## config.mk

```make
export PLATFORM = sky130hd
export DESIGN_NAME = sgd_top
export DESIGN_NICKNAME = d
export VERILOG_FILES = /design/src/design/sgd_pkg.sv /design/src/design/sgd_ctrl.sv /design/src/design/sgd_dot_product.sv /design/src/design/sgd_serial_loss.sv /design/src/design/sgd_gradient.sv /design/src/design/sgd_x_model.sv /design/src/design/sgd_top.sv
export VERILOG_INCLUDE_DIRS = /design/src /design/src/design
export SDC_FILE = /design/constraint.sdc
export NUM_CORES = 2
export LEC_CHECK = 0
export BUFFER_PORTS_ARGS = -buffer_cell sky130_fd_sc_hd__clkbuf_2
export CORE_ASPECT_RATIO = 1.1
export CORE_MARGIN = 2
export CORE_UTILIZATION = 60
export CTS_CLUSTER_SIZE = 30
export DETAILED_ROUTE_END_ITERATION = 10
export PLACE_DENSITY = 0.79
export SYNTH_ARGS = -nofsm -noshare
export SYNTH_HDL_FRONTEND = slang
export SYNTH_SLANG_ARGS = --single-unit
```

## constraint.sdc

```tcl
create_clock -name clk -period 28 [get_ports clk]
set_clock_uncertainty 0.1 [all_clocks]
set_input_delay 8.4 -clock clk [delete_from_list [all_inputs] [get_ports clk]]
set_output_delay 8.4 -clock clk [all_outputs]
set_load 0.02 [all_outputs]
```

## src/design/sgd_defines.svh

```systemverilog
`ifndef SGD_DEFINES_SVH
`define SGD_DEFINES_SVH

// feature lanes, also the width of one bit-plane word
`define SGD_DIM 8

// arithmetic word for x, dot, error and gradient
`define SGD_WORD 32

// upper bound on bit planes per sample
`define SGD_BITS_MAX 8

`define SGD_PARAM_W 512

// plane input fifo and plane buffer share this depth
`define SGD_A_FIFO_DEPTH_BITS 5
`define SGD_B_FIFO_DEPTH_BITS 3

// free slots left when almost_full rises
`define SGD_AF_MARGIN 4

`endif

```

## src/design/sgd_pkg.sv

```systemverilog
`include "sgd_defines.svh"

package sgd_pkg;

    typedef logic signed [`SGD_WORD-1:0] sgd_word_t;

    // host parameter word, MSB first
    typedef struct packed {
        logic [127:0] rsvd_hi;
        logic [31:0]  number_of_bits;      // 383:352
        logic [31:0]  number_of_samples;   // 351:320
        logic [63:0]  rsvd_mid;            // epochs and dimension, unused here
        logic [31:0]  step_size;           // 255:224, shift count in [4:0]
        logic [31:0]  mini_batch_size;     // 223:192
        logic [191:0] rsvd_lo;             // host addresses
    } sgd_params_t;

    // raw word on the port, decoded through f
    typedef union packed {
        logic [`SGD_PARAM_W-1:0] raw;
        sgd_params_t             f;
    } sgd_params_u;

endpackage

```

## src/design/sgd_ctrl.sv

```systemverilog
`timescale 1ns/10ps

module sgd_ctrl import sgd_pkg::*;
(
    input  logic        clk,
    input  logic        rst_n_g,
    input  logic        start,
    input  sgd_params_u params,
    input  logic        wb_done,
    output logic        started,
    output logic [31:0] mini_batch_size,
    output logic [4:0]  step_shift,
    output logic [31:0] number_of_samples,
    output logic [31:0] number_of_bits,
    output logic        done
);

    logic armed;   // start taken, started follows
    logic take;

    assign take = start & ~armed;

    always_ff @(posedge clk)
    begin
        if (!rst_n_g)
        begin
            armed   <= 1'b0;
            started <= 1'b0;
            done    <= 1'b0;
        end
        else
        begin
            if (take)
                armed <= 1'b1;
            started <= armed;     // params settled one cycle before
            if (wb_done)
                done <= 1'b1;     // held until reset
        end
    end

    //////////////////////////////
    // parameter decode
    always_ff @(posedge clk)
    begin
        if (take)
        begin
            mini_batch_size   <= params.f.mini_batch_size;
            step_shift        <= params.f.step_size[4:0];
            number_of_samples <= params.f.number_of_samples;
            number_of_bits    <= params.f.number_of_bits;
        end
    end

endmodule

```

## src/design/sgd_dot_product.sv

```systemverilog
`timescale 1ns/10ps
`include "sgd_defines.svh"

module sgd_dot_product import sgd_pkg::*;
(
    input  logic                     clk,
    input  logic                     rst_n_g,
    input  logic                     started,
    input  logic [31:0]              number_of_bits,
    input  logic [31:0]              mini_batch_size,
    input  logic [31:0]              number_of_samples,
    input  logic [`SGD_DIM-1:0]      a_data,
    input  logic                     a_wr_en,
    output logic                     a_almost_full,
    input  sgd_word_t [`SGD_DIM-1:0] x,
    input  logic                     x_updated,
    input  logic                     loss_busy,
    input  logic                     plane_rd_en,
    output logic [`SGD_DIM-1:0]      plane_rd_data,
    output sgd_word_t                dot,
    output logic                     dot_valid,
    output logic                     sample_last,
    output logic                     batch_last
);

    // plane input fifo
    logic [`SGD_DIM-1:0]               in_mem [2**`SGD_A_FIFO_DEPTH_BITS];
    logic [`SGD_A_FIFO_DEPTH_BITS-1:0] in_wp;
    logic [`SGD_A_FIFO_DEPTH_BITS-1:0] in_rp;
    logic [`SGD_A_FIFO_DEPTH_BITS:0]   in_cnt;
    // plane buffer, read back by the gradient
    logic [`SGD_DIM-1:0]               pb_mem [2**`SGD_A_FIFO_DEPTH_BITS];
    logic [`SGD_A_FIFO_DEPTH_BITS-1:0] pb_wp;
    logic [`SGD_A_FIFO_DEPTH_BITS-1:0] pb_rp;
    logic [`SGD_A_FIFO_DEPTH_BITS:0]   pb_cnt;
    logic [`SGD_A_FIFO_DEPTH_BITS+1:0] fill;

    logic [$clog2(`SGD_BITS_MAX):0]    bit_cnt;
    logic [$clog2(`SGD_BITS_MAX):0]    nb_m1;
    logic [31:0]                       sample_cnt;
    logic [31:0]                       batch_pos;
    logic                              x_wait;      // batch closed, x not yet updated
    logic [`SGD_DIM-1:0]               plane;
    logic                              first;
    logic                              last;
    logic                              pb_ok;
    logic                              is_run_last;
    logic                              is_batch_last;
    logic                              consume;
    sgd_word_t                         psum;
    sgd_word_t                         acc_next;

    assign plane         = in_mem[in_rp];
    assign plane_rd_data = pb_mem[pb_rp];

    // almost_full covers both fifos
    assign fill          = {1'b0, in_cnt} + {1'b0, pb_cnt};
    assign a_almost_full = fill >= (2**`SGD_A_FIFO_DEPTH_BITS - `SGD_AF_MARGIN);

    assign nb_m1         = number_of_bits[$clog2(`SGD_BITS_MAX):0] - 1'b1;
    assign first         = bit_cnt == '0;
    assign last          = bit_cnt == nb_m1;
    assign pb_ok         = pb_cnt <= number_of_bits[`SGD_A_FIFO_DEPTH_BITS:0]; // one sample queued at most
    assign is_run_last   = sample_cnt == number_of_samples - 1'b1;
    assign is_batch_last = (batch_pos == mini_batch_size - 1'b1) | is_run_last;

    assign consume = started & (in_cnt != '0) & ~loss_busy
                   & (sample_cnt != number_of_samples)
                   & (~first | (~x_wait & pb_ok));

    // sum of x over the set bits of this plane
    always_comb
    begin
        psum = '0;
        for (int f = 0; f < `SGD_DIM; f++)
        begin
            if (plane[f])
                psum = psum + x[f];
        end
    end

    assign acc_next = (first ? sgd_word_t'(0) : dot <<< 1) + psum;

    always_ff @(posedge clk)
    begin
        if (!rst_n_g)
        begin
            in_wp      <= '0;
            in_rp      <= '0;
            in_cnt     <= '0;
            pb_wp      <= '0;
            pb_rp      <= '0;
            pb_cnt     <= '0;
            bit_cnt    <= '0;
            sample_cnt <= '0;
            batch_pos  <= '0;
            x_wait     <= 1'b0;
            dot_valid  <= 1'b0;
        end
        else
        begin
            if (a_wr_en)
                in_wp <= in_wp + 1'b1;
            if (a_wr_en & ~consume)
                in_cnt <= in_cnt + 1'b1;
            else if (~a_wr_en & consume)
                in_cnt <= in_cnt - 1'b1;

            if (plane_rd_en)
                pb_rp <= pb_rp + 1'b1;
            if (consume & ~plane_rd_en)
                pb_cnt <= pb_cnt + 1'b1;
            else if (~consume & plane_rd_en)
                pb_cnt <= pb_cnt - 1'b1;

            dot_valid <= consume & last;
            if (consume)
            begin
                in_rp   <= in_rp + 1'b1;
                pb_wp   <= pb_wp + 1'b1;
                bit_cnt <= last ? '0 : bit_cnt + 1'b1;
                if (last)
                begin
                    sample_cnt <= sample_cnt + 1'b1;
                    batch_pos  <= is_batch_last ? '0 : batch_pos + 1'b1;
                end
            end

            if (consume & last & is_batch_last & ~is_run_last)
                x_wait <= 1'b1;
            else if (x_updated)
                x_wait <= 1'b0;
        end
    end

    // dot doubles as the accumulator
    always_ff @(posedge clk)
    begin
        if (a_wr_en)
            in_mem[in_wp] <= a_data;
        if (consume)
        begin
            pb_mem[pb_wp] <= plane;
            dot           <= acc_next;
            sample_last   <= is_run_last;
            batch_last    <= is_batch_last;
        end
    end

endmodule

```

## src/design/sgd_serial_loss.sv

```systemverilog
`timescale 1ns/10ps
`include "sgd_defines.svh"

module sgd_serial_loss import sgd_pkg::*;
(
    input  logic       clk,
    input  logic       rst_n_g,
    input  logic [4:0] step_shift,
    input  sgd_word_t  b_data,
    input  logic       b_wr_en,
    output logic       b_almost_full,
    input  sgd_word_t  dot,
    input  logic       dot_valid,
    input  logic       sample_last,
    input  logic       batch_last,
    output logic       loss_busy,
    output sgd_word_t  err,
    output logic       err_valid,
    output logic       err_batch_last,
    output logic       err_run_last
);

    // label fifo
    sgd_word_t                         b_mem [2**`SGD_B_FIFO_DEPTH_BITS];
    logic [`SGD_B_FIFO_DEPTH_BITS-1:0] b_wp;
    logic [`SGD_B_FIFO_DEPTH_BITS-1:0] b_rp;
    logic [`SGD_B_FIFO_DEPTH_BITS:0]   b_cnt;

    logic      held;       // dot waiting for its label
    logic      fire;
    sgd_word_t diff;

    assign b_almost_full = b_cnt >= (2**`SGD_B_FIFO_DEPTH_BITS - `SGD_AF_MARGIN);
    assign loss_busy     = held | dot_valid;

    // dot and its flags stay frozen upstream while loss_busy
    assign fire    = loss_busy & (b_cnt != '0);
    assign diff    = dot - b_mem[b_rp];

    always_ff @(posedge clk)
    begin
        if (!rst_n_g)
        begin
            b_wp      <= '0;
            b_rp      <= '0;
            b_cnt     <= '0;
            held      <= 1'b0;
            err_valid <= 1'b0;
        end
        else
        begin
            if (b_wr_en)
                b_wp <= b_wp + 1'b1;
            if (fire)
                b_rp <= b_rp + 1'b1;
            if (b_wr_en & ~fire)
                b_cnt <= b_cnt + 1'b1;
            else if (~b_wr_en & fire)
                b_cnt <= b_cnt - 1'b1;
            held      <= loss_busy & ~fire;
            err_valid <= fire;
        end
    end

    always_ff @(posedge clk)
    begin
        if (b_wr_en)
            b_mem[b_wp] <= b_data;
        if (fire)
        begin
            err            <= diff >>> step_shift;   // scaled by the step size
            err_batch_last <= batch_last;
            err_run_last   <= sample_last;
        end
    end

endmodule

```

## src/design/sgd_gradient.sv

```systemverilog
`timescale 1ns/10ps
`include "sgd_defines.svh"

module sgd_gradient import sgd_pkg::*;
(
    input  logic                     clk,
    input  logic                     rst_n_g,
    input  logic [31:0]              number_of_bits,
    input  sgd_word_t                err,
    input  logic                     err_valid,
    input  logic                     err_batch_last,
    input  logic                     err_run_last,
    output logic                     plane_rd_en,
    input  logic [`SGD_DIM-1:0]      plane_rd_data,
    output sgd_word_t [`SGD_DIM-1:0] grad,
    output logic                     grad_valid,
    output logic                     run_last
);

    logic                           active;
    logic [$clog2(`SGD_BITS_MAX):0] bit_cnt;
    logic [$clog2(`SGD_BITS_MAX):0] nb_m1;
    logic                           finish;
    logic                           load;
    sgd_word_t                      err_sh;

    // sample being accumulated
    sgd_word_t cur_err;
    logic      cur_bl;
    logic      cur_rl;
    // one error queued behind it
    logic      pend_v;
    sgd_word_t pend_err;
    logic      pend_bl;
    logic      pend_rl;

    assign nb_m1       = number_of_bits[$clog2(`SGD_BITS_MAX):0] - 1'b1;
    assign finish      = active & (bit_cnt == nb_m1);
    assign load        = ~active | finish;
    assign plane_rd_en = active;
    assign err_sh      = cur_err <<< (nb_m1 - bit_cnt);   // weight of this plane, msb first

    //////////////////////////////
    // accumulate, clear after hand-off
    always_ff @(posedge clk)
    begin
        if (!rst_n_g)
        begin
            active     <= 1'b0;
            pend_v     <= 1'b0;
            bit_cnt    <= '0;
            grad_valid <= 1'b0;
            run_last   <= 1'b0;
            grad       <= '0;
        end
        else
        begin
            grad_valid <= finish & cur_bl;
            run_last   <= finish & cur_rl;
            for (int f = 0; f < `SGD_DIM; f++)
            begin
                grad[f] <= (grad_valid ? sgd_word_t'(0) : grad[f])
                         + ((active & plane_rd_data[f]) ? err_sh : sgd_word_t'(0));
            end
            if (load)
            begin
                bit_cnt <= '0;
                active  <= pend_v | err_valid;
                pend_v  <= pend_v & err_valid;
            end
            else
            begin
                bit_cnt <= bit_cnt + 1'b1;
                if (err_valid)
                    pend_v <= 1'b1;
            end
        end
    end

    always_ff @(posedge clk)
    begin
        if (err_valid)
        begin
            pend_err <= err;
            pend_bl  <= err_batch_last;
            pend_rl  <= err_run_last;
        end
        if (load)
        begin
            cur_err <= pend_v ? pend_err : err;
            cur_bl  <= pend_v ? pend_bl : err_batch_last;
            cur_rl  <= pend_v ? pend_rl : err_run_last;
        end
    end

endmodule

```

## src/design/sgd_x_model.sv

```systemverilog
`timescale 1ns/10ps
`include "sgd_defines.svh"

module sgd_x_model import sgd_pkg::*;
(
    input  logic                     clk,
    input  logic                     rst_n_g,
    input  logic                     started,
    input  sgd_word_t [`SGD_DIM-1:0] grad,
    input  logic                     grad_valid,
    input  logic                     run_last,
    input  logic                     model_almost_full,
    output sgd_word_t [`SGD_DIM-1:0] x,
    output logic                     x_updated,
    output sgd_word_t                model_data,
    output logic                     model_valid,
    output logic                     wb_done
);

    logic                         wb_active;
    logic [$clog2(`SGD_DIM)-1:0]  wb_idx;
    logic                         wb_last;

    //////////////////////////////
    // write-back stream
    assign model_valid = wb_active & ~model_almost_full;  // no word while sink is full
    assign model_data  = x[wb_idx];
    assign wb_last     = wb_idx == `SGD_DIM - 1;
    assign wb_done     = model_valid & wb_last;

    always_ff @(posedge clk)
    begin
        if (!rst_n_g)
        begin
            x_updated <= 1'b0;
            wb_active <= 1'b0;
            wb_idx    <= '0;
        end
        else
        begin
            x_updated <= grad_valid;
            if (grad_valid & run_last)
                wb_active <= 1'b1;        // final batch applied
            else if (wb_done)
                wb_active <= 1'b0;
            if (model_valid)
                wb_idx <= wb_last ? '0 : wb_idx + 1'b1;
        end
    end

    //////////////////////////////
    // model registers
    always_ff @(posedge clk)
    begin
        for (int f = 0; f < `SGD_DIM; f++)
        begin
            if (!started)
                x[f] <= '0;               // every run starts from zero
            else if (grad_valid)
                x[f] <= x[f] - grad[f];
        end
    end

endmodule

```

## src/design/sgd_top.sv

```systemverilog
`timescale 1ns/10ps
`include "sgd_defines.svh"

module sgd_top import sgd_pkg::*;
(
    input  logic                clk,
    input  logic                rst_n_g,
    input  logic                start,
    input  sgd_params_u         params,
    input  logic [`SGD_DIM-1:0] a_data,
    input  logic                a_wr_en,
    output logic                a_almost_full,
    input  sgd_word_t           b_data,
    input  logic                b_wr_en,
    output logic                b_almost_full,
    output sgd_word_t           model_data,
    output logic                model_valid,
    input  logic                model_almost_full,
    output logic                done
);

    // latched run parameters
    logic                     started;
    logic [31:0]              mini_batch_size;
    logic [4:0]               step_shift;
    logic [31:0]              number_of_samples;
    logic [31:0]              number_of_bits;

    // dot product -> loss
    sgd_word_t                dot;
    logic                     dot_valid;
    logic                     sample_last;
    logic                     batch_last;
    logic                     loss_busy;

    // loss -> gradient
    sgd_word_t                err;
    logic                     err_valid;
    logic                     err_batch_last;
    logic                     err_run_last;
    logic                     plane_rd_en;
    logic [`SGD_DIM-1:0]      plane_rd_data;

    // gradient <-> model
    sgd_word_t [`SGD_DIM-1:0] grad;
    logic                     grad_valid;
    logic                     run_last;
    sgd_word_t [`SGD_DIM-1:0] x;
    logic                     x_updated;
    logic                     wb_done;

    sgd_ctrl        inst_ctrl        (.*);
    sgd_dot_product inst_dot_product (.*);
    sgd_serial_loss inst_serial_loss (.*);
    sgd_gradient    inst_gradient    (.*);
    sgd_x_model     inst_x_model     (.*);

endmodule

```

# After elaboration in Yosys (flattened, before gate mapping)
# Memory sizes are Yosys's and may differ from the RTL's. A register that Yosys moved wholly into a read port is not among the register bits.
# Cells that the tools add are included.
# W data, S select, Z words.
[classes] addsub=47 n_lt_le_gt_ge=4 n_eq_ne=6 shift=2 n_mux=57 bitwise_logic=49 reduce_logical=11
[ops] operator="$mux W32" count=28
[ops] operator="$add A32 B32 Y32" count=16
[ops] operator="$sub A32 B32 Y32" count=9
[ops] operator="$bmux W32 S3" count=1
[ops] operator="$add A32 B1 Y32 const B" count=2
[ops] operator="$eq A32 B32 Y1" count=2
[ops] operator="$sub A32 B1 Y32 const B" count=2
[ops] operator="$and A1 B1 Y1" count=32
[ops] operator="$ne A32 B32 Y1" count=1
[ops] operator="$sshl A32 B4 Y32" count=1
[ops] operator="$sshr A32 B5 Y32" count=1
[ops] operator="$mux W6" count=4
[ops] operator="$add A5 B1 Y5 const B" count=4
[ops] operator="$mux W5" count=4
[ops] operator="$mux W1" count=14
[ops] operator="$add A4 B1 Y4 const B" count=3
[ops] operator="$add A6 B1 Y6 const B" count=2
[ops] operator="$mux W4" count=3
[ops] operator="$not A1 Y1" count=12
[ops] operator="$reduce_bool A2 Y1" count=6
[ops] operator="$sub A6 B1 Y6 const B" count=2
[ops] operator="$add A3 B1 Y3 const B" count=3
[ops] operator="$mux W3" count=3
[ops] operator="$eq A4 B4 Y1" count=2
[ops] operator="14 further kinds" count=19
[totals] regBits=853 mem_bits_rw=768 inputBits=558 output_inout_bits=36 elab_cells=238 memories=3
[memory_table] name="inst_dot_product.in_mem" depth=32 width=8 read_ports=1 rd_ports_with_merged_regs=1 write_ports=1 line_no="sgd_dot_product.sv:27" source="logic [`SGD_DIM-1:0] in_mem [2**`SGD_A_FIFO_DEPTH_BITS];"
[memory_table] name="inst_dot_product.pb_mem" depth=32 width=8 read_ports=1 rd_ports_with_merged_regs=1 write_ports=1 line_no="sgd_dot_product.sv:32" source="logic [`SGD_DIM-1:0] pb_mem [2**`SGD_A_FIFO_DEPTH_BITS];"
[memory_table] name="inst_serial_loss.b_mem" depth=8 width=32 read_ports=1 rd_ports_with_merged_regs=1 write_ports=1 line_no="sgd_serial_loss.sv:24" source="sgd_word_t b_mem [2**`SGD_B_FIFO_DEPTH_BITS];"

# Logic depth before layout (Yosys ltp)
[depth] depth_word=16 mapped_depth=77 depth_no_buf=73

# Hierarchy
# From an unflattened synthesis, not the netlist that was laid out.
[hier_totals] hier_cells=11258 area_unflattened_um2=110943.9
[by_module_without_submodules] mod="sgd_dot_product" n_inst=1 cells_per_inst=3982 area_each_um2=43424.1 seq_area_each_um2=18637.9
[by_module_without_submodules] mod="sgd_gradient" n_inst=1 cells_per_inst=3101 area_each_um2=25290.5 seq_area_each_um2=7327.0
[by_module_without_submodules] mod="sgd_x_model" n_inst=1 cells_per_inst=2977 area_each_um2=23662.7 seq_area_each_um2=5225.0
[by_module_without_submodules] mod="sgd_serial_loss" n_inst=1 cells_per_inst=1090 area_each_um2=15442.3 seq_area_each_um2=9008.6
[by_module_without_submodules] mod="sgd_ctrl" n_inst=1 cells_per_inst=108 area_each_um2=3124.2 seq_area_each_um2=3093.0

# Worst setup path after synthesis
# No wires, ideal clock.
[synth_timing] path_kind="input port to output port" startpoint="input model_almost_full" endpoint="output model_valid" arrival_time_ps=8775 t_required_ps=19500 setup_slack_ps=10725 stages=2 path_buffers=0 path_cell_list="nand2b_1 > inv_1"
[synth_between] elab_chain_len=2
[synth_rtl] element="from (decl)" line_no="sgd_top.sv:18" source="input logic model_almost_full,"
[synth_rtl] element="$not A1 Y1" line_no="sgd_x_model.sv:26" source="assign model_valid = wb_active & ~model_almost_full;"
[synth_rtl] element="$and A1 B1 Y1" line_no="sgd_x_model.sv:26"
[synth_rtl] element="to (decl)" line_no="sgd_top.sv:17" source="output logic model_valid,"
# No other way between the ends.

==> run summary <==
Global-route wire length before repair = 461 mm
Most instantiated cells after synthesis = nor2_1, edfxtp_1, ha_1
Routed len/inst = 22.2 µm
Cell row count = 162
Clock-pin slew on the worst setup and hold paths = 0.07 ns
CP Buf/Inv Count = 6
Post-synth cell types = 92
CP Class = flop to flop
Max FO, Critical Path = 55
Pwr Density = 51.8 nW/µm²
Proportion of layout cells with a drive suffix above 1 = 0.105
Die X-Extent = 407 µm
TritonCTS clock tree = done
Area delta synth->final = 8.44%
Post-synth EDFFs = 979
Clock Tree Root = clkbuf_16
Post-Syn Nets = 12,400
Synth Instances = 10,900
CP max stage delay = 0.98 ns
Tot GR Track Use = 0.320
Routed via count = 86,300
Finished Cell Area = 117,000 µm²
Largest net degree at the start of global routing = 143
Port bufs = 156
Top FF cell, synth = edfxtp_1
Setup TNS = 0 ns
Final period utilization = 0.730
Worst-Margin Slew = 1.32 ns
Synth top area share = 0.274
Routability congestion estimate = 1.01
Sequential-to-total area share from yosys stat = 0.396
Total Routed Length = 300 mm
Total power = 6030 µW
CP endpoint kind = flop
Place WS = 8.37 ns
Core ar. = 178,000 µm²
Post-CTS sizing = 0
Pre-Repair DR Iteration Count = 8
Final Hold Vio Count = 0
MaxCap Viol Count = 0
IO Count = 594
FMAX = 48.9 MHz
Post-CTS Setup Bufs = 0
Hold Crit Class = flop to flop
Most common cell in the netlist = nor2_1
Critical path's slowest cell = a2111oi_0
ANT nets after route = 0
Setup Viol. Count Final = 0
Min cycle time layout = 20.44 ns
Leak = 0.0465 µW
Nets = 12,400
DRC Markers = 0
Unrepaired setup endpoints after global routing = false
Total gr overflow = 0
Worst slew margin = 0.115
Largest cells by area after synthesis = edfxtp_1, dfxtp_1, ha_1
Crit path top cell by count = ha_1
Die Area = 182,000 µm²
Finished Layout Cells = 13,500
# hold bufs at CTS = 0
Longest Clk Path Bufs = 3
Number of synthesized register bits = 1,634
Initial antenna violation count = 3
Number of global-route vias before repair = 85,300
Htree depth = 4
Vias/cell = 6.39
Worst EP required = 28.49 ns
Syn Area/Cell = 9.84 µm²
Peak supply drop = 0.0681 mV
Min setup slack post-route = 7.56 ns
Run status = finished clean
Largest delay share family, worst path = compound AO/OA/AOI/OAI gates
Yosys warns = 0
DR iter-0 viols = 7,492
CTS buffer count = 170
CP Launch Type = flop
Initial Util = 0.605
Placed cell count = 13,200
Area leader, netlist = edfxtp_1
Worst-Skew Late Latency = 0.86 ns
Area after DPL = 111,000 µm²
Detailed Place HPWL = 216 mm
Die Y = 448 µm
Async SR Flop Fraction = 0
Cell Area, Synth = 107,000 µm²
# fillers = 13,300
Final Max Tran Viols = 0
Arrival @ worst endpoint = 20.94 ns
Sink Count = 1,634
[power breakdown]
| group | internal (µW) | switching [µW] |
|---|---|---|
| Sequential | 2620 | 36.6 |
| Clock | 1320 | 1020 |
| Combinational | 369 | 669 |
| Total | 4300 | 1730 |
[state kept, by name, summed over array words and instances (netlist names), 32 cells and up, named ones only]
| name | count |
|---|---|
| inst_gradient.pend_err | 32 |
| inst_gradient.cur_err | 32 |
| inst_gradient.grad | 256 |
| inst_dot_product.in_mem | 256 |
| inst_dot_product.dot | 32 |
| inst_dot_product.batch_pos | 32 |
| inst_ctrl.mini_batch_size | 32 |
| inst_dot_product.sample_cnt | 32 |
| inst_serial_loss.b_mem | 256 |
| inst_ctrl.number_of_samples | 32 |
| inst_dot_product.pb_mem | 256 |
| inst_x_model.x | 256 |
| inst_serial_loss.err | 32 |
[final timing paths]
kind,start,to,slack (ns),depth (start not counted)
setup reg to reg,flop,inst_dot_product.dot[31]$_DFFE_PP_,7.56,72
hold reg to reg,inst_dot_product.batch_last$_DFFE_PP_,inst_serial_loss.err_batch_last$_DFFE_PP_,0.33,0
hold / removal,inst_dot_product.batch_last$_DFFE_PP_,inst_serial_loss.err_batch_last$_DFFE_PP_,0.33,0
setup / recovery,flop,inst_dot_product.dot[31]$_DFFE_PP_,7.56,72
[through the flow]
stage,hold WS (ns),util
2_1_floorplan,0.300,-
3_5_place_dp,0.314,0.624
4_1_cts,0.332,0.656
6_report,0.330,0.656
5_1_grt,0.343,0.656
3_3_place_gp,0.303,0.624
[placed cells by master (no fill, tap or decap), drive strengths merged, types with 46 or more instances in the layout]
| cell type | netlist | routed |
|---|---|---|
| a211oi | 126 | 126 |
| a21o | 327 | 327 |
| a21oi | 722 | 722 |
| a31oi | 73 | 73 |
| and2 | 82 | 82 |
| and3 | 70 | 70 |
| buf | 92 | 118 |
| clkbuf | 298 | 369 |
| clkinv | 5 | 69 |
| dfxtp | 655 | 655 |
| edfxtp | 979 | 979 |
| ha | 841 | 841 |
| inv | 576 | 589 |
| mux2 | 187 | 187 |
| mux2i | 275 | 275 |
| mux4 | 308 | 308 |
| nand2 | 676 | 676 |
| nand2b | 151 | 151 |
| nand3 | 192 | 192 |
| nand4 | 79 | 79 |
| nor2 | 1540 | 1540 |
| nor2b | 184 | 184 |
| nor3 | 218 | 218 |
| nor3b | 48 | 48 |
| o21a | 138 | 138 |
| o21ai | 498 | 498 |
| o21bai | 85 | 85 |
| o31ai | 46 | 46 |
| or2 | 50 | 50 |
| or3 | 68 | 68 |
| xnor2 | 436 | 436 |
| xor2 | 335 | 335 |
[logic make-up after synthesis]
kind of cell,Yosys count,share of synthesized area
DFF,1634,0.396
buffers and inverters,971,0.0344
AOI/OAI and AO/OA,2421,0.144
adders and majority gates,871,0.104
and+or+nand+nor,3483,0.149
muxes,770,0.110
xor gates and xnor gates,773,0.0633
[area by class of cell]
class | instances | area [µm²] | share of cell area
Multi-Input combinational cell | 8318 | 61400 | 0.527
Timing Repair Buffer | 273 | 1690 | 0.0145
Inverter | 581 | 2200 | 0.0189
Sequential cell | 1634 | 42500 | 0.365
Tap cell | 2378 | 2980 | 0.0255
Clock buffer | 214 | 4550 | 0.0391
Clock inverter | 103 | 1160 | 0.00994
Antenna cell | 3 | 7.51 | 0.0000644
[metal layers]
metal | part of all wire | track usage | vias up
met3 | 0.075 | 0.0437 | 896
met5 | 0.000043 | 0 | -
met4 | 0.052 | 0.159 | 2
met2 | 0.49 | 0.568 | 3703
li1 | - | - | 39900
met1 | 0.38 | 0.381 | 41800
No activity file was read; power rests on OpenSTA's default activity.
